$ cat config.mk
export PLATFORM = sky130hd
export DESIGN_NAME = daq_core
export DESIGN_NICKNAME = d
export VERILOG_FILES = /design/src/rtl/daq_pkg.sv /design/src/rtl/daq_core.sv /design/src/rtl/daq_system_regs.sv /design/src/rtl/gpio_control.sv /design/src/rtl/rrp_arbiter.sv /design/src/rtl/wb_addr_decode.sv
export SDC_FILE = /design/constraint.sdc
export NUM_CORES = 1
export LEC_CHECK = 0
export BUFFER_PORTS_ARGS = -buffer_cell sky130_fd_sc_hd__buf_2
export CORE_AREA = 2 2 114 116
export CTS_BUF_LIST = sky130_fd_sc_hd__clkbuf_8
export CTS_CLUSTER_DIAMETER = 50
export CTS_CLUSTER_SIZE = 25
export DETAILED_ROUTE_END_ITERATION = 6
export DIE_AREA = 0 0 116 118
export HOLD_SLACK_MARGIN = 0.06
export PLACE_DENSITY = 0.88
export SYNTH_ARGS = -nofsm -noshare
export SYNTH_HDL_FRONTEND = slang
export SYNTH_HIERARCHICAL = 1
export SYNTH_SLANG_ARGS = --single-unit
$ cat constraint.sdc
create_clock -name i_bus_clk -period 11.4 [get_ports i_bus_clk]
set_input_delay 2.28 -clock i_bus_clk [delete_from_list [all_inputs] [get_ports i_bus_clk]]
set_output_delay 2.28 -clock i_bus_clk [all_outputs]
set_load 0.05 [all_outputs]
$ cat src/rtl/daq_pkg.sv
package daq_pkg;

    // Bus geometry
    localparam int ADR_W = 16;
    localparam int DAT_W = 8;
    localparam int OFS_W = 8;

    // Address windows of one 256-byte page each
    localparam logic [ADR_W-1:0] SYS_BASE  = 16'h0300;
    localparam logic [ADR_W-1:0] SYS_HIGH  = 16'h03FF;
    localparam logic [ADR_W-1:0] CTRL_BASE = 16'h0500;
    localparam logic [ADR_W-1:0] CTRL_HIGH = 16'h05FF;

    // Firmware readback for the simulation board (board 0)
    localparam logic [DAT_W-1:0] FW_VERSION = 8'd1;
    localparam logic [DAT_W-1:0] FW_MINOR   = 8'd0;
    localparam logic [DAT_W-1:0] FW_MAJOR   = 8'd0;
    localparam logic [DAT_W-1:0] BOARD_ID   = 8'd0;

    // System window offsets
    localparam logic [OFS_W-1:0] SYS_OFS_VERSION       = 8'd0;
    localparam logic [OFS_W-1:0] SYS_OFS_MINOR         = 8'd1;
    localparam logic [OFS_W-1:0] SYS_OFS_MAJOR         = 8'd2;
    localparam logic [OFS_W-1:0] SYS_OFS_BOARD         = 8'd3;
    localparam logic [OFS_W-1:0] SYS_OFS_CONFIGURED    = 8'd4;
    localparam logic [OFS_W-1:0] SYS_OFS_CONFIGURED_WR = 8'd5;

    // Board control
    localparam int CTRL_W = 16;
    localparam logic [CTRL_W-1:0] CTRL_DIR_MASK = 16'hFFF0;
    localparam int SENSE_W = 4;

    // Readout sources
    localparam int N_SRC  = 6;
    localparam int WORD_W = 32;

    typedef struct packed {
        logic             cyc;
        logic             stb;
        logic             we;
        logic [ADR_W-1:0] adr;
        logic [DAT_W-1:0] dat;
    } wb_req_t;

    typedef struct packed {
        logic             rd;
        logic             wr;
        logic [OFS_W-1:0] offset;
        logic [DAT_W-1:0] wdata;
    } reg_req_t;

    typedef struct packed {
        logic       mgt_ref_sel;
        logic [7:0] lemo_mux;
        logic [2:0] ntc_mux;
    } board_ctrl_t;

endpackage

$ cat src/rtl/daq_core.sv
`timescale 1ns/1ps

module daq_core import daq_pkg::*; (
    input  logic                          i_bus_clk,
    input  logic                          i_bus_rst,
    input  wb_req_t                       i_wb,
    output logic [DAT_W-1:0]              o_wb_dat,
    output logic                          o_wb_ack,
    input  logic [SENSE_W-1:0]            i_sense,
    output board_ctrl_t                   o_board,
    input  logic [N_SRC-1:0]              i_src_req,
    input  logic [N_SRC-1:0]              i_src_hold,
    input  logic [N_SRC-1:0][WORD_W-1:0]  i_src_data,
    output logic [N_SRC-1:0]              o_src_read,
    input  logic                          i_arb_ready,
    output logic                          o_arb_write,
    output logic [WORD_W-1:0]             o_arb_data
);

    reg_req_t         sys_req;
    reg_req_t         ctrl_req;
    logic [DAT_W-1:0] sys_rdata;
    logic [DAT_W-1:0] ctrl_rdata;

    wb_addr_decode u_wb_addr_decode (
        .i_bus_clk    (i_bus_clk),
        .i_bus_rst    (i_bus_rst),
        .i_wb         (i_wb),
        .o_wb_dat     (o_wb_dat),
        .o_wb_ack     (o_wb_ack),
        .o_sys_req    (sys_req),
        .i_sys_rdata  (sys_rdata),
        .o_ctrl_req   (ctrl_req),
        .i_ctrl_rdata (ctrl_rdata)
    );

    daq_system_regs u_daq_system_regs (
        .i_bus_clk (i_bus_clk),
        .i_bus_rst (i_bus_rst),
        .i_req     (sys_req),
        .o_rdata   (sys_rdata)
    );

    gpio_control u_gpio_control (
        .i_bus_clk (i_bus_clk),
        .i_bus_rst (i_bus_rst),
        .i_req     (ctrl_req),
        .o_rdata   (ctrl_rdata),
        .i_sense   (i_sense),
        .o_board   (o_board)
    );

    // Merges the readout sources toward the host FIFO
    rrp_arbiter #(
        .N (N_SRC)
    ) u_rrp_arbiter (
        .i_bus_clk (i_bus_clk),
        .i_bus_rst (i_bus_rst),
        .i_req     (i_src_req),
        .i_hold    (i_src_hold),
        .i_data    (i_src_data),
        .o_read    (o_src_read),
        .i_ready   (i_arb_ready),
        .o_write   (o_arb_write),
        .o_data    (o_arb_data)
    );

endmodule

$ cat src/rtl/daq_system_regs.sv
`timescale 1ns/1ps

module daq_system_regs import daq_pkg::*; (
    input  logic             i_bus_clk,
    input  logic             i_bus_rst,
    input  reg_req_t         i_req,
    output logic [DAT_W-1:0] o_rdata
);

    // Set by software once the reference oscillator is programmed
    logic osc_configured_q;

    always_ff @(posedge i_bus_clk) begin
        if (i_bus_rst) begin
            osc_configured_q <= 1'b0;
        end else if (i_req.wr && (i_req.offset == SYS_OFS_CONFIGURED_WR)) begin
            osc_configured_q <= i_req.wdata[0];
        end
    end

    always_comb begin
        o_rdata = '0;
        if (i_req.rd) begin
            case (i_req.offset)
                SYS_OFS_VERSION: begin
                    o_rdata = FW_VERSION;
                end
                SYS_OFS_MINOR: begin
                    o_rdata = FW_MINOR;
                end
                SYS_OFS_MAJOR: begin
                    o_rdata = FW_MAJOR;
                end
                SYS_OFS_BOARD: begin
                    o_rdata = BOARD_ID;
                end
                SYS_OFS_CONFIGURED: begin
                    o_rdata = {{(DAT_W-1){1'b0}}, osc_configured_q};
                end
                default: begin
                    o_rdata = '0;
                end
            endcase
        end
    end

endmodule

$ cat src/rtl/gpio_control.sv
`timescale 1ns/1ps

module gpio_control import daq_pkg::*; (
    input  logic               i_bus_clk,
    input  logic               i_bus_rst,
    input  reg_req_t           i_req,
    output logic [DAT_W-1:0]   o_rdata,
    input  logic [SENSE_W-1:0] i_sense,
    output board_ctrl_t        o_board
);

    logic [CTRL_W-1:0] ctrl_q;
    logic [CTRL_W-1:0] ctrl_rd;

    // Only direction-mask bits take write data
    always_ff @(posedge i_bus_clk) begin
        if (i_bus_rst) begin
            ctrl_q <= '0;
        end else if (i_req.wr) begin
            if (i_req.offset == 8'd0) begin
                ctrl_q[7:0] <= (ctrl_q[7:0] & ~CTRL_DIR_MASK[7:0])
                             | (i_req.wdata & CTRL_DIR_MASK[7:0]);
            end
            if (i_req.offset == 8'd1) begin
                ctrl_q[15:8] <= (ctrl_q[15:8] & ~CTRL_DIR_MASK[15:8])
                              | (i_req.wdata & CTRL_DIR_MASK[15:8]);
            end
        end
    end

    // Input bits read back the display-port sense lines
    assign ctrl_rd = {ctrl_q[CTRL_W-1:SENSE_W], i_sense};

    always_comb begin
        o_rdata = '0;
        if (i_req.rd) begin
            case (i_req.offset)
                8'd0: begin
                    o_rdata = ctrl_rd[7:0];
                end
                8'd1: begin
                    o_rdata = ctrl_rd[15:8];
                end
                default: begin
                    o_rdata = '0;
                end
            endcase
        end
    end

    // Inverted so that a cleared register selects the internal clock
    assign o_board.mgt_ref_sel = ~ctrl_q[15];
    assign o_board.lemo_mux    = ctrl_q[14:7];
    assign o_board.ntc_mux     = ctrl_q[6:4];

endmodule

$ cat src/rtl/rrp_arbiter.sv
`timescale 1ns/1ps

module rrp_arbiter import daq_pkg::*; #(
    parameter int N = N_SRC
) (
    input  logic                      i_bus_clk,
    input  logic                      i_bus_rst,
    input  logic [N-1:0]              i_req,
    input  logic [N-1:0]              i_hold,
    input  logic [N-1:0][WORD_W-1:0]  i_data,
    output logic [N-1:0]              o_read,
    input  logic                      i_ready,
    output logic                      o_write,
    output logic [WORD_W-1:0]         o_data
);

    localparam int IDX_W = (N > 1) ? $clog2(N) : 1;

    logic [IDX_W-1:0] last_q;
    logic [IDX_W-1:0] grant_idx;
    logic             grant_vld;

    always_comb begin
        int unsigned idx;
        idx       = 0;
        grant_idx = last_q;
        grant_vld = 1'b0;
        if (i_req[last_q] && i_hold[last_q]) begin
            // Owner keeps the stream while it holds
            grant_vld = 1'b1;
        end else begin
            // Walk downwards so the nearest requester above last_q wins
            for (int k = N; k >= 1; k--) begin
                idx = (int'(last_q) + k) % N;
                if (i_req[idx]) begin
                    grant_idx = IDX_W'(idx);
                    grant_vld = 1'b1;
                end
            end
        end
    end

    always_comb begin
        o_read = '0;
        if (i_ready && grant_vld) begin
            o_read[grant_idx] = 1'b1;
        end
    end

    always_ff @(posedge i_bus_clk) begin
        if (i_bus_rst) begin
            last_q  <= IDX_W'(N - 1);
            o_write <= 1'b0;
        end else begin
            o_write <= |o_read;
            if (|o_read) begin
                last_q <= grant_idx;
            end
        end
    end

    // Popped word goes out with o_write on the next cycle
    always_ff @(posedge i_bus_clk) begin
        if (|o_read) begin
            o_data <= i_data[grant_idx];
        end
    end

    a_read_onehot: assert property (@(posedge i_bus_clk) disable iff (i_bus_rst)
        $onehot0(o_read));

    a_read_requested: assert property (@(posedge i_bus_clk) disable iff (i_bus_rst)
        (o_read & ~i_req) == '0);

    a_no_read_unready: assert property (@(posedge i_bus_clk) disable iff (i_bus_rst)
        !i_ready |-> (o_read == '0));

endmodule

$ cat src/rtl/wb_addr_decode.sv
`timescale 1ns/1ps

module wb_addr_decode import daq_pkg::*; (
    input  logic             i_bus_clk,
    input  logic             i_bus_rst,
    input  wb_req_t          i_wb,
    output logic [DAT_W-1:0] o_wb_dat,
    output logic             o_wb_ack,
    output reg_req_t         o_sys_req,
    input  logic [DAT_W-1:0] i_sys_rdata,
    output reg_req_t         o_ctrl_req,
    input  logic [DAT_W-1:0] i_ctrl_rdata
);

    logic access;
    logic hit_sys;
    logic hit_ctrl;

    // New access only while ack is low, so a held request is served once
    assign access   = i_wb.cyc && i_wb.stb && !o_wb_ack;
    assign hit_sys  = (i_wb.adr >= SYS_BASE) && (i_wb.adr <= SYS_HIGH);
    assign hit_ctrl = (i_wb.adr >= CTRL_BASE) && (i_wb.adr <= CTRL_HIGH);

    always_comb begin
        o_sys_req.rd      = access && !i_wb.we && hit_sys;
        o_sys_req.wr      = access && i_wb.we && hit_sys;
        o_sys_req.offset  = i_wb.adr[OFS_W-1:0];
        o_sys_req.wdata   = i_wb.dat;
        o_ctrl_req.rd     = access && !i_wb.we && hit_ctrl;
        o_ctrl_req.wr     = access && i_wb.we && hit_ctrl;
        o_ctrl_req.offset = i_wb.adr[OFS_W-1:0];
        o_ctrl_req.wdata  = i_wb.dat;
    end

    always_ff @(posedge i_bus_clk) begin
        if (i_bus_rst) begin
            o_wb_ack <= 1'b0;
        end else begin
            o_wb_ack <= access;
        end
    end

    // Unmapped reads return zero
    always_ff @(posedge i_bus_clk) begin
        if (access && !i_wb.we) begin
            o_wb_dat <= hit_sys ? i_sys_rdata : (hit_ctrl ? i_ctrl_rdata : '0);
        end
    end

    a_ack_needs_strobe: assert property (@(posedge i_bus_clk) disable iff (i_bus_rst)
        $rose(o_wb_ack) |-> $past(i_wb.cyc && i_wb.stb));

    a_ack_single_cycle: assert property (@(posedge i_bus_clk) disable iff (i_bus_rst)
        o_wb_ack |=> !o_wb_ack);

endmodule
# Yosys cells after proc, flatten, opt, wreduce, memory -nomap -nowiden
# Cells that the tools add are included.
# classes
addsub	6
n_div	6
order_cmp	13
eq_ne	3
mux	41
bitwise_logic	2
reduce_logical	20
# op_table
op	n
$lt A32 B4 Y1 const B	6
$mod A32 B4 Y32 const B	6
$bmux W32 S3	1
$mux W32	1
$mux W8	4
$bmux W1 S3	8
$mux W3	7
$eq A8 B3 Y1 const B	2
$ge A16 B10 Y1 const B	1
$ge A16 B11 Y1 const B	1
$le A16 B10 Y1 const B	1
$le A16 B11 Y1 const B	1
$mux W1	16
$pmux W8 S2	1
$logic_and A1 B1 Y1	14
$add A3 B3 Y4 const B	3
$add A3 B2 Y4 const B	2
$eq A8 B1 Y1 const B	1
$logic_not A8 Y1	1
$lt A3 B4 Y1 const B	2
$or A4 B8 Y8	1
$mux W6	1
$reduce_or A6 Y1	1
$add A3 B1 Y4 const B	1
6 further kinds	8
# word_totals
register_bits	62
inputBits	238
output_inout_bits	60
word_cells	99

# Longest topological paths before layout
# logic_depth
word_depth	17
depth_mapped	19
mapped_depth_nobuf	15

# By module
# Netlist, hierarchy kept.
# modules_own_cells
module	instances	cells_per_inst	area_each_um2	seq_area_each_um2
rrp_arbiter	1	467	4277.9	1041.0
wb_addr_decode	1	82	835.8	260.2
gpio_control	1	80	767.0	240.2
daq_system_regs	1	18	156.4	20.0

# Worst setup path before layout
# No wires, ideal clock.
# synth_timing
path_type	in2out
from	in i_src_req[3]
to	out o_src_read[0]
t_arrival_ns	5.629
required_ns	9.120
slack_ns	3.491
stages	9
n_path_buf	0
cell_sequence	mux2_2 nor4b_1 a211o_1 nor2_1 nand3_1 o31ai_2 inv_1 nand2_1 nor4_1
# synth_via
elab_chain_len	14
word_cells_on_any_way	36
cone_classes	order compare (2); mux (31); reduce/logical (3)
# synth_rtl
element	line	source
start: declaration	daq_core.sv:11	input logic [N_SRC-1:0] i_src_req,
$bmux W1 S3	rrp_arbiter.sv:35	if (i_req[idx]) begin
$mux W1 (implied by the code)	rrp_arbiter.sv:35	
$mux W3 (6 in series)	rrp_arbiter.sv:35	
$mux W3	rrp_arbiter.sv:28	if (i_req[last_q] && i_hold[last_q]) begin
$lt A3 B4 Y1 (implied by the code) or $ge A3 B1 Y1 (tied branches)	rrp_arbiter.sv:46	o_read[grant_idx] = 1'b1;
$logic_and A1 B1 Y1 (implied by the code)	rrp_arbiter.sv:46	
$mux W1 (implied by the code)	rrp_arbiter.sv:46	
$demux W1 S3	-	
$mux W6 *	rrp_arbiter.sv:45	if (i_ready && grant_vld) begin
end: declaration	daq_core.sv:14	output logic [N_SRC-1:0] o_src_read,
# Every way passes the cells marked *; elsewhere a longest branch is shown, timed or not. The select of a mux whose other input is x is not followed.

# Worst setup path in the final report
# layout_timing
from	reg u_rrp_arbiter.last_q[2]
to	out o_src_read[2]
# layout_via
elab_chain_len	16
word_cells_on_any_way	50
cone_classes	add/sub (6); div (6); order compare (2); mux (33); reduce/logical (3)
# layout_rtl
element	line	source
start: declaration	rrp_arbiter.sv:19	logic [IDX_W-1:0] last_q;
start signal: assignment	rrp_arbiter.sv:52	last_q <= IDX_W'(N - 1);
start signal: assignment	rrp_arbiter.sv:57	last_q <= grant_idx;
$add A3 B3 Y4	rrp_arbiter.sv:34	idx = (int'(last_q) + k) % N;
$mod A32 B4 Y32	rrp_arbiter.sv:34	
$bmux W1 S3	rrp_arbiter.sv:35	
$mux W1 (implied by the code)	rrp_arbiter.sv:35	
$mux W3 (6 in series)	rrp_arbiter.sv:35	
$mux W3	rrp_arbiter.sv:28	
$lt A3 B4 Y1 (implied by the code) or $ge A3 B1 Y1 (tied branches)	rrp_arbiter.sv:46	
$logic_and A1 B1 Y1 (implied by the code)	rrp_arbiter.sv:46	
$mux W1 (implied by the code)	rrp_arbiter.sv:46	
$demux W1 S3	-	
$mux W6 *	rrp_arbiter.sv:45	
# Marked as above.

==> results.sh <==
export IMPL_drive_gt1_share_pct=40.50
export IMPL_fmax_ghz=0.1227
export IMPL_fin_setup_tns_ps=0
export IMPL_yosys_warnings=6
export IMPL_worstSetupPathType="reg -> out"
export IMPL_synth_cells=640
export IMPL_grt_ovfl_total=0
export IMPL_arrival_ps=5870
export IMPL_vias=6155
export IMPL_p_leak_nw=3.435
export IMPL_finalMaxSlewViolations=0
export IMPL_switching_share_pct=55.09
export IMPL_power_internal_w=0.001137
export IMPL_grt_max_degree=66
export IMPL_crit_path_start_kind="flop"
export IMPL_setup_viol=0
export IMPL_ioPinCount=298
export IMPL_peakVddDrop_v=0.0006261
export IMPL_hold_viol=0
export IMPL_cts_resized=0
export IMPL_cts_hold_buf=0
export IMPL_wirelength_um=19530
export IMPL_first_pass_iters=7
export IMPL_skew_ps=11.37
export IMPL_worstMarginPinSlew_ps=1020
export IMPL_gp_congestion=0.9944
export IMPL_cts_tree="done"
export IMPL_cts_buffers=9
export IMPL_power_share_clock_pct=7.1
export IMPL_rows=41
export IMPL_wl_per_cell_um=18.66
export IMPL_worst_r2r_cell_count=15
export IMPL_grt_pass1_wl_um=29600
export IMPL_drt_first_iter_violations=594
export IMPL_ant_nets=0
export IMPL_crit_fanout=65
export IMPL_maxSlewHeadroom_pct=31.74
export IMPL_die_area_sq_um=13690
export IMPL_dieWidth_um=116
export IMPL_min_delay_path_class="reg -> reg"
export IMPL_mappedNetlistArea_sq_um=5984
export IMPL_seqPwrFrac_pct=15.8
export IMPL_status="complete, no violations"
export IMPL_fin_crit_sh_pct=71.52
export IMPL_initial_utilization_pct=48.21
export IMPL_clkTransAtPathRegs_ps=70
export IMPL_grt_antenna_before_repair=2
export IMPL_setup_worst_path_end_class="output pin"
export IMPL_cts_max_level=3
export IMPL_clk_root_buffer_cell="clkbuf_8"
export IMPL_crit_required_ps=9120
export IMPL_grtUsageTotal_pct=27.56
export IMPL_die_h_um=118
export IMPL_insertion_delay_ps=350
export IMPL_dpl_hpwl_um=14850
export IMPL_post_cts_buffers=0
export IMPL_fin_cells=1047
export IMPL_switching_power_w=0.001394
export IMPL_power_density_nw_per_um2=343.4
export IMPL_combPwrFrac_pct=77.1
export IMPL_drc=0
export IMPL_numClockSinks=58
export IMPL_grt_pass1_vias=5901
export IMPL_syn_avg_cell_area_sq_um=9.351
export IMPL_port_buffer_count=297
export IMPL_via_per_inst=5.879
export IMPL_dp_cells=1030
export IMPL_fin_nets=1121
export IMPL_cap_violations=0
export IMPL_min_period_ps=8153
export IMPL_areaGrowthSynthToFinish_pct=23.14
export IMPL_hold_depth=2
export IMPL_nFillCells=1128
export IMPL_core_sq_um=12410
export IMPL_clockBufferDepth=2
export IMPL_rsz0062_at_grt="false"
## final cells by class
type / instances / area, sq um / share of cell area [%]
well taps: 172 / 215.2 / 2.920
inverters: 15 / 56.30 / 0.7640
multi-input cells: 481 / 3817 / 51.80
clock buffers: 10 / 137.6 / 1.868
flip-flops and latches: 58 / 1562 / 21.19
diodes: 1 / 2.502 / 0.03396
repair buffers: 304 / 1539 / 20.88
clock inverters: 6 / 40.04 / 0.5433
## critical path, cell delays in order, from the launching register on
cell       delay, ps
dfxtp_1          800
inv_1            340
ha_1             400
nand2_1          190
nand2_1           80
ha_1             310
nand3b_1         210
a31o_2           310
o21ba_2          210
o2bb2ai_1        240
nand2b_1         140
a41o_2           790
and2_2           270
buf_4            500
nand3_1          220
nor3_1           200
buf_2            290
## per-stage QoR
step / setup WS (ps) / cell area [sq um] / power, W / utilization, % / hold slack [ps]
floorplan: 3491 / 6007 / 0.001985 / - / 442.9
global placement: 3527 / 7189 / 0.002312 / 57.91 / 456.7
detailed placement: 3478 / 7189 / 0.002338 / 57.91 / 468.8
CTS: 3304 / 7367 / 0.002523 / 59.34 / 478.8
global route: 2859 / 7367 / 0.002694 / 59.34 / 499.4
finish: 3247 / 7370 / 0.002531 / 59.36 / 469.7
## sequential cells by signal, indices dropped and copies added, names as in the netlist
signal                              count
u_rrp_arbiter/o_write                   1
u_daq_system_regs/osc_configured_q      1
u_gpio_control/ctrl_q                  12
u_wb_addr_decode/o_wb_dat               8
u_rrp_arbiter/o_data                   32
u_rrp_arbiter/last_q                    3
u_wb_addr_decode/o_wb_ack               1
## cells in the final DEF, fill, tap and decap left out, types with 18 or more instances in the layout
cell      instances
o221ai_1         32
edfxtp_1         40
buf_2           297
nand3b_1         20
nand2b_1         29
mux2i_1          92
nor2_1           23
o211ai_1         35
a21boi_0         33
dfxtp_1          18
and3_1           34
## layer usage
layer	GRT usage (%)	part of all wire, %
met5	0	0.067
met4	9.077	2.5
met3	6.746	9.9
met2	46.42	48
met1	34.19	39
## final timing paths
kind | from | to | slack, ps
worst max-delay path | u_rrp_arbiter/last_q[2] | o_src_read[2] | 3250
worst min-delay path | u_daq_system_regs/osc_configured_q | u_daq_system_regs/osc_configured_q | 470
worst min register to register | u_daq_system_regs/osc_configured_q | u_daq_system_regs/osc_configured_q | 470
worst max register to register | u_rrp_arbiter/last_q[2] | u_rrp_arbiter/o_data[19] | 5800
## power by group through the flow
stage / Sequential, W / Clock (W) / Combinational, W
after CTS: 0.000401 / 0.000187 / 0.00193
after floorplan: 0.000621 / 0 / 0.00136
after detailed placement: 0.000405 / 0 / 0.00193
final: 0.000401 / 0.000179 / 0.00195
after global placement: 0.000403 / 0 / 0.00191
after global routing: 0.000407 / 0.000193 / 0.00209
(Power assumes the default switching activity.)
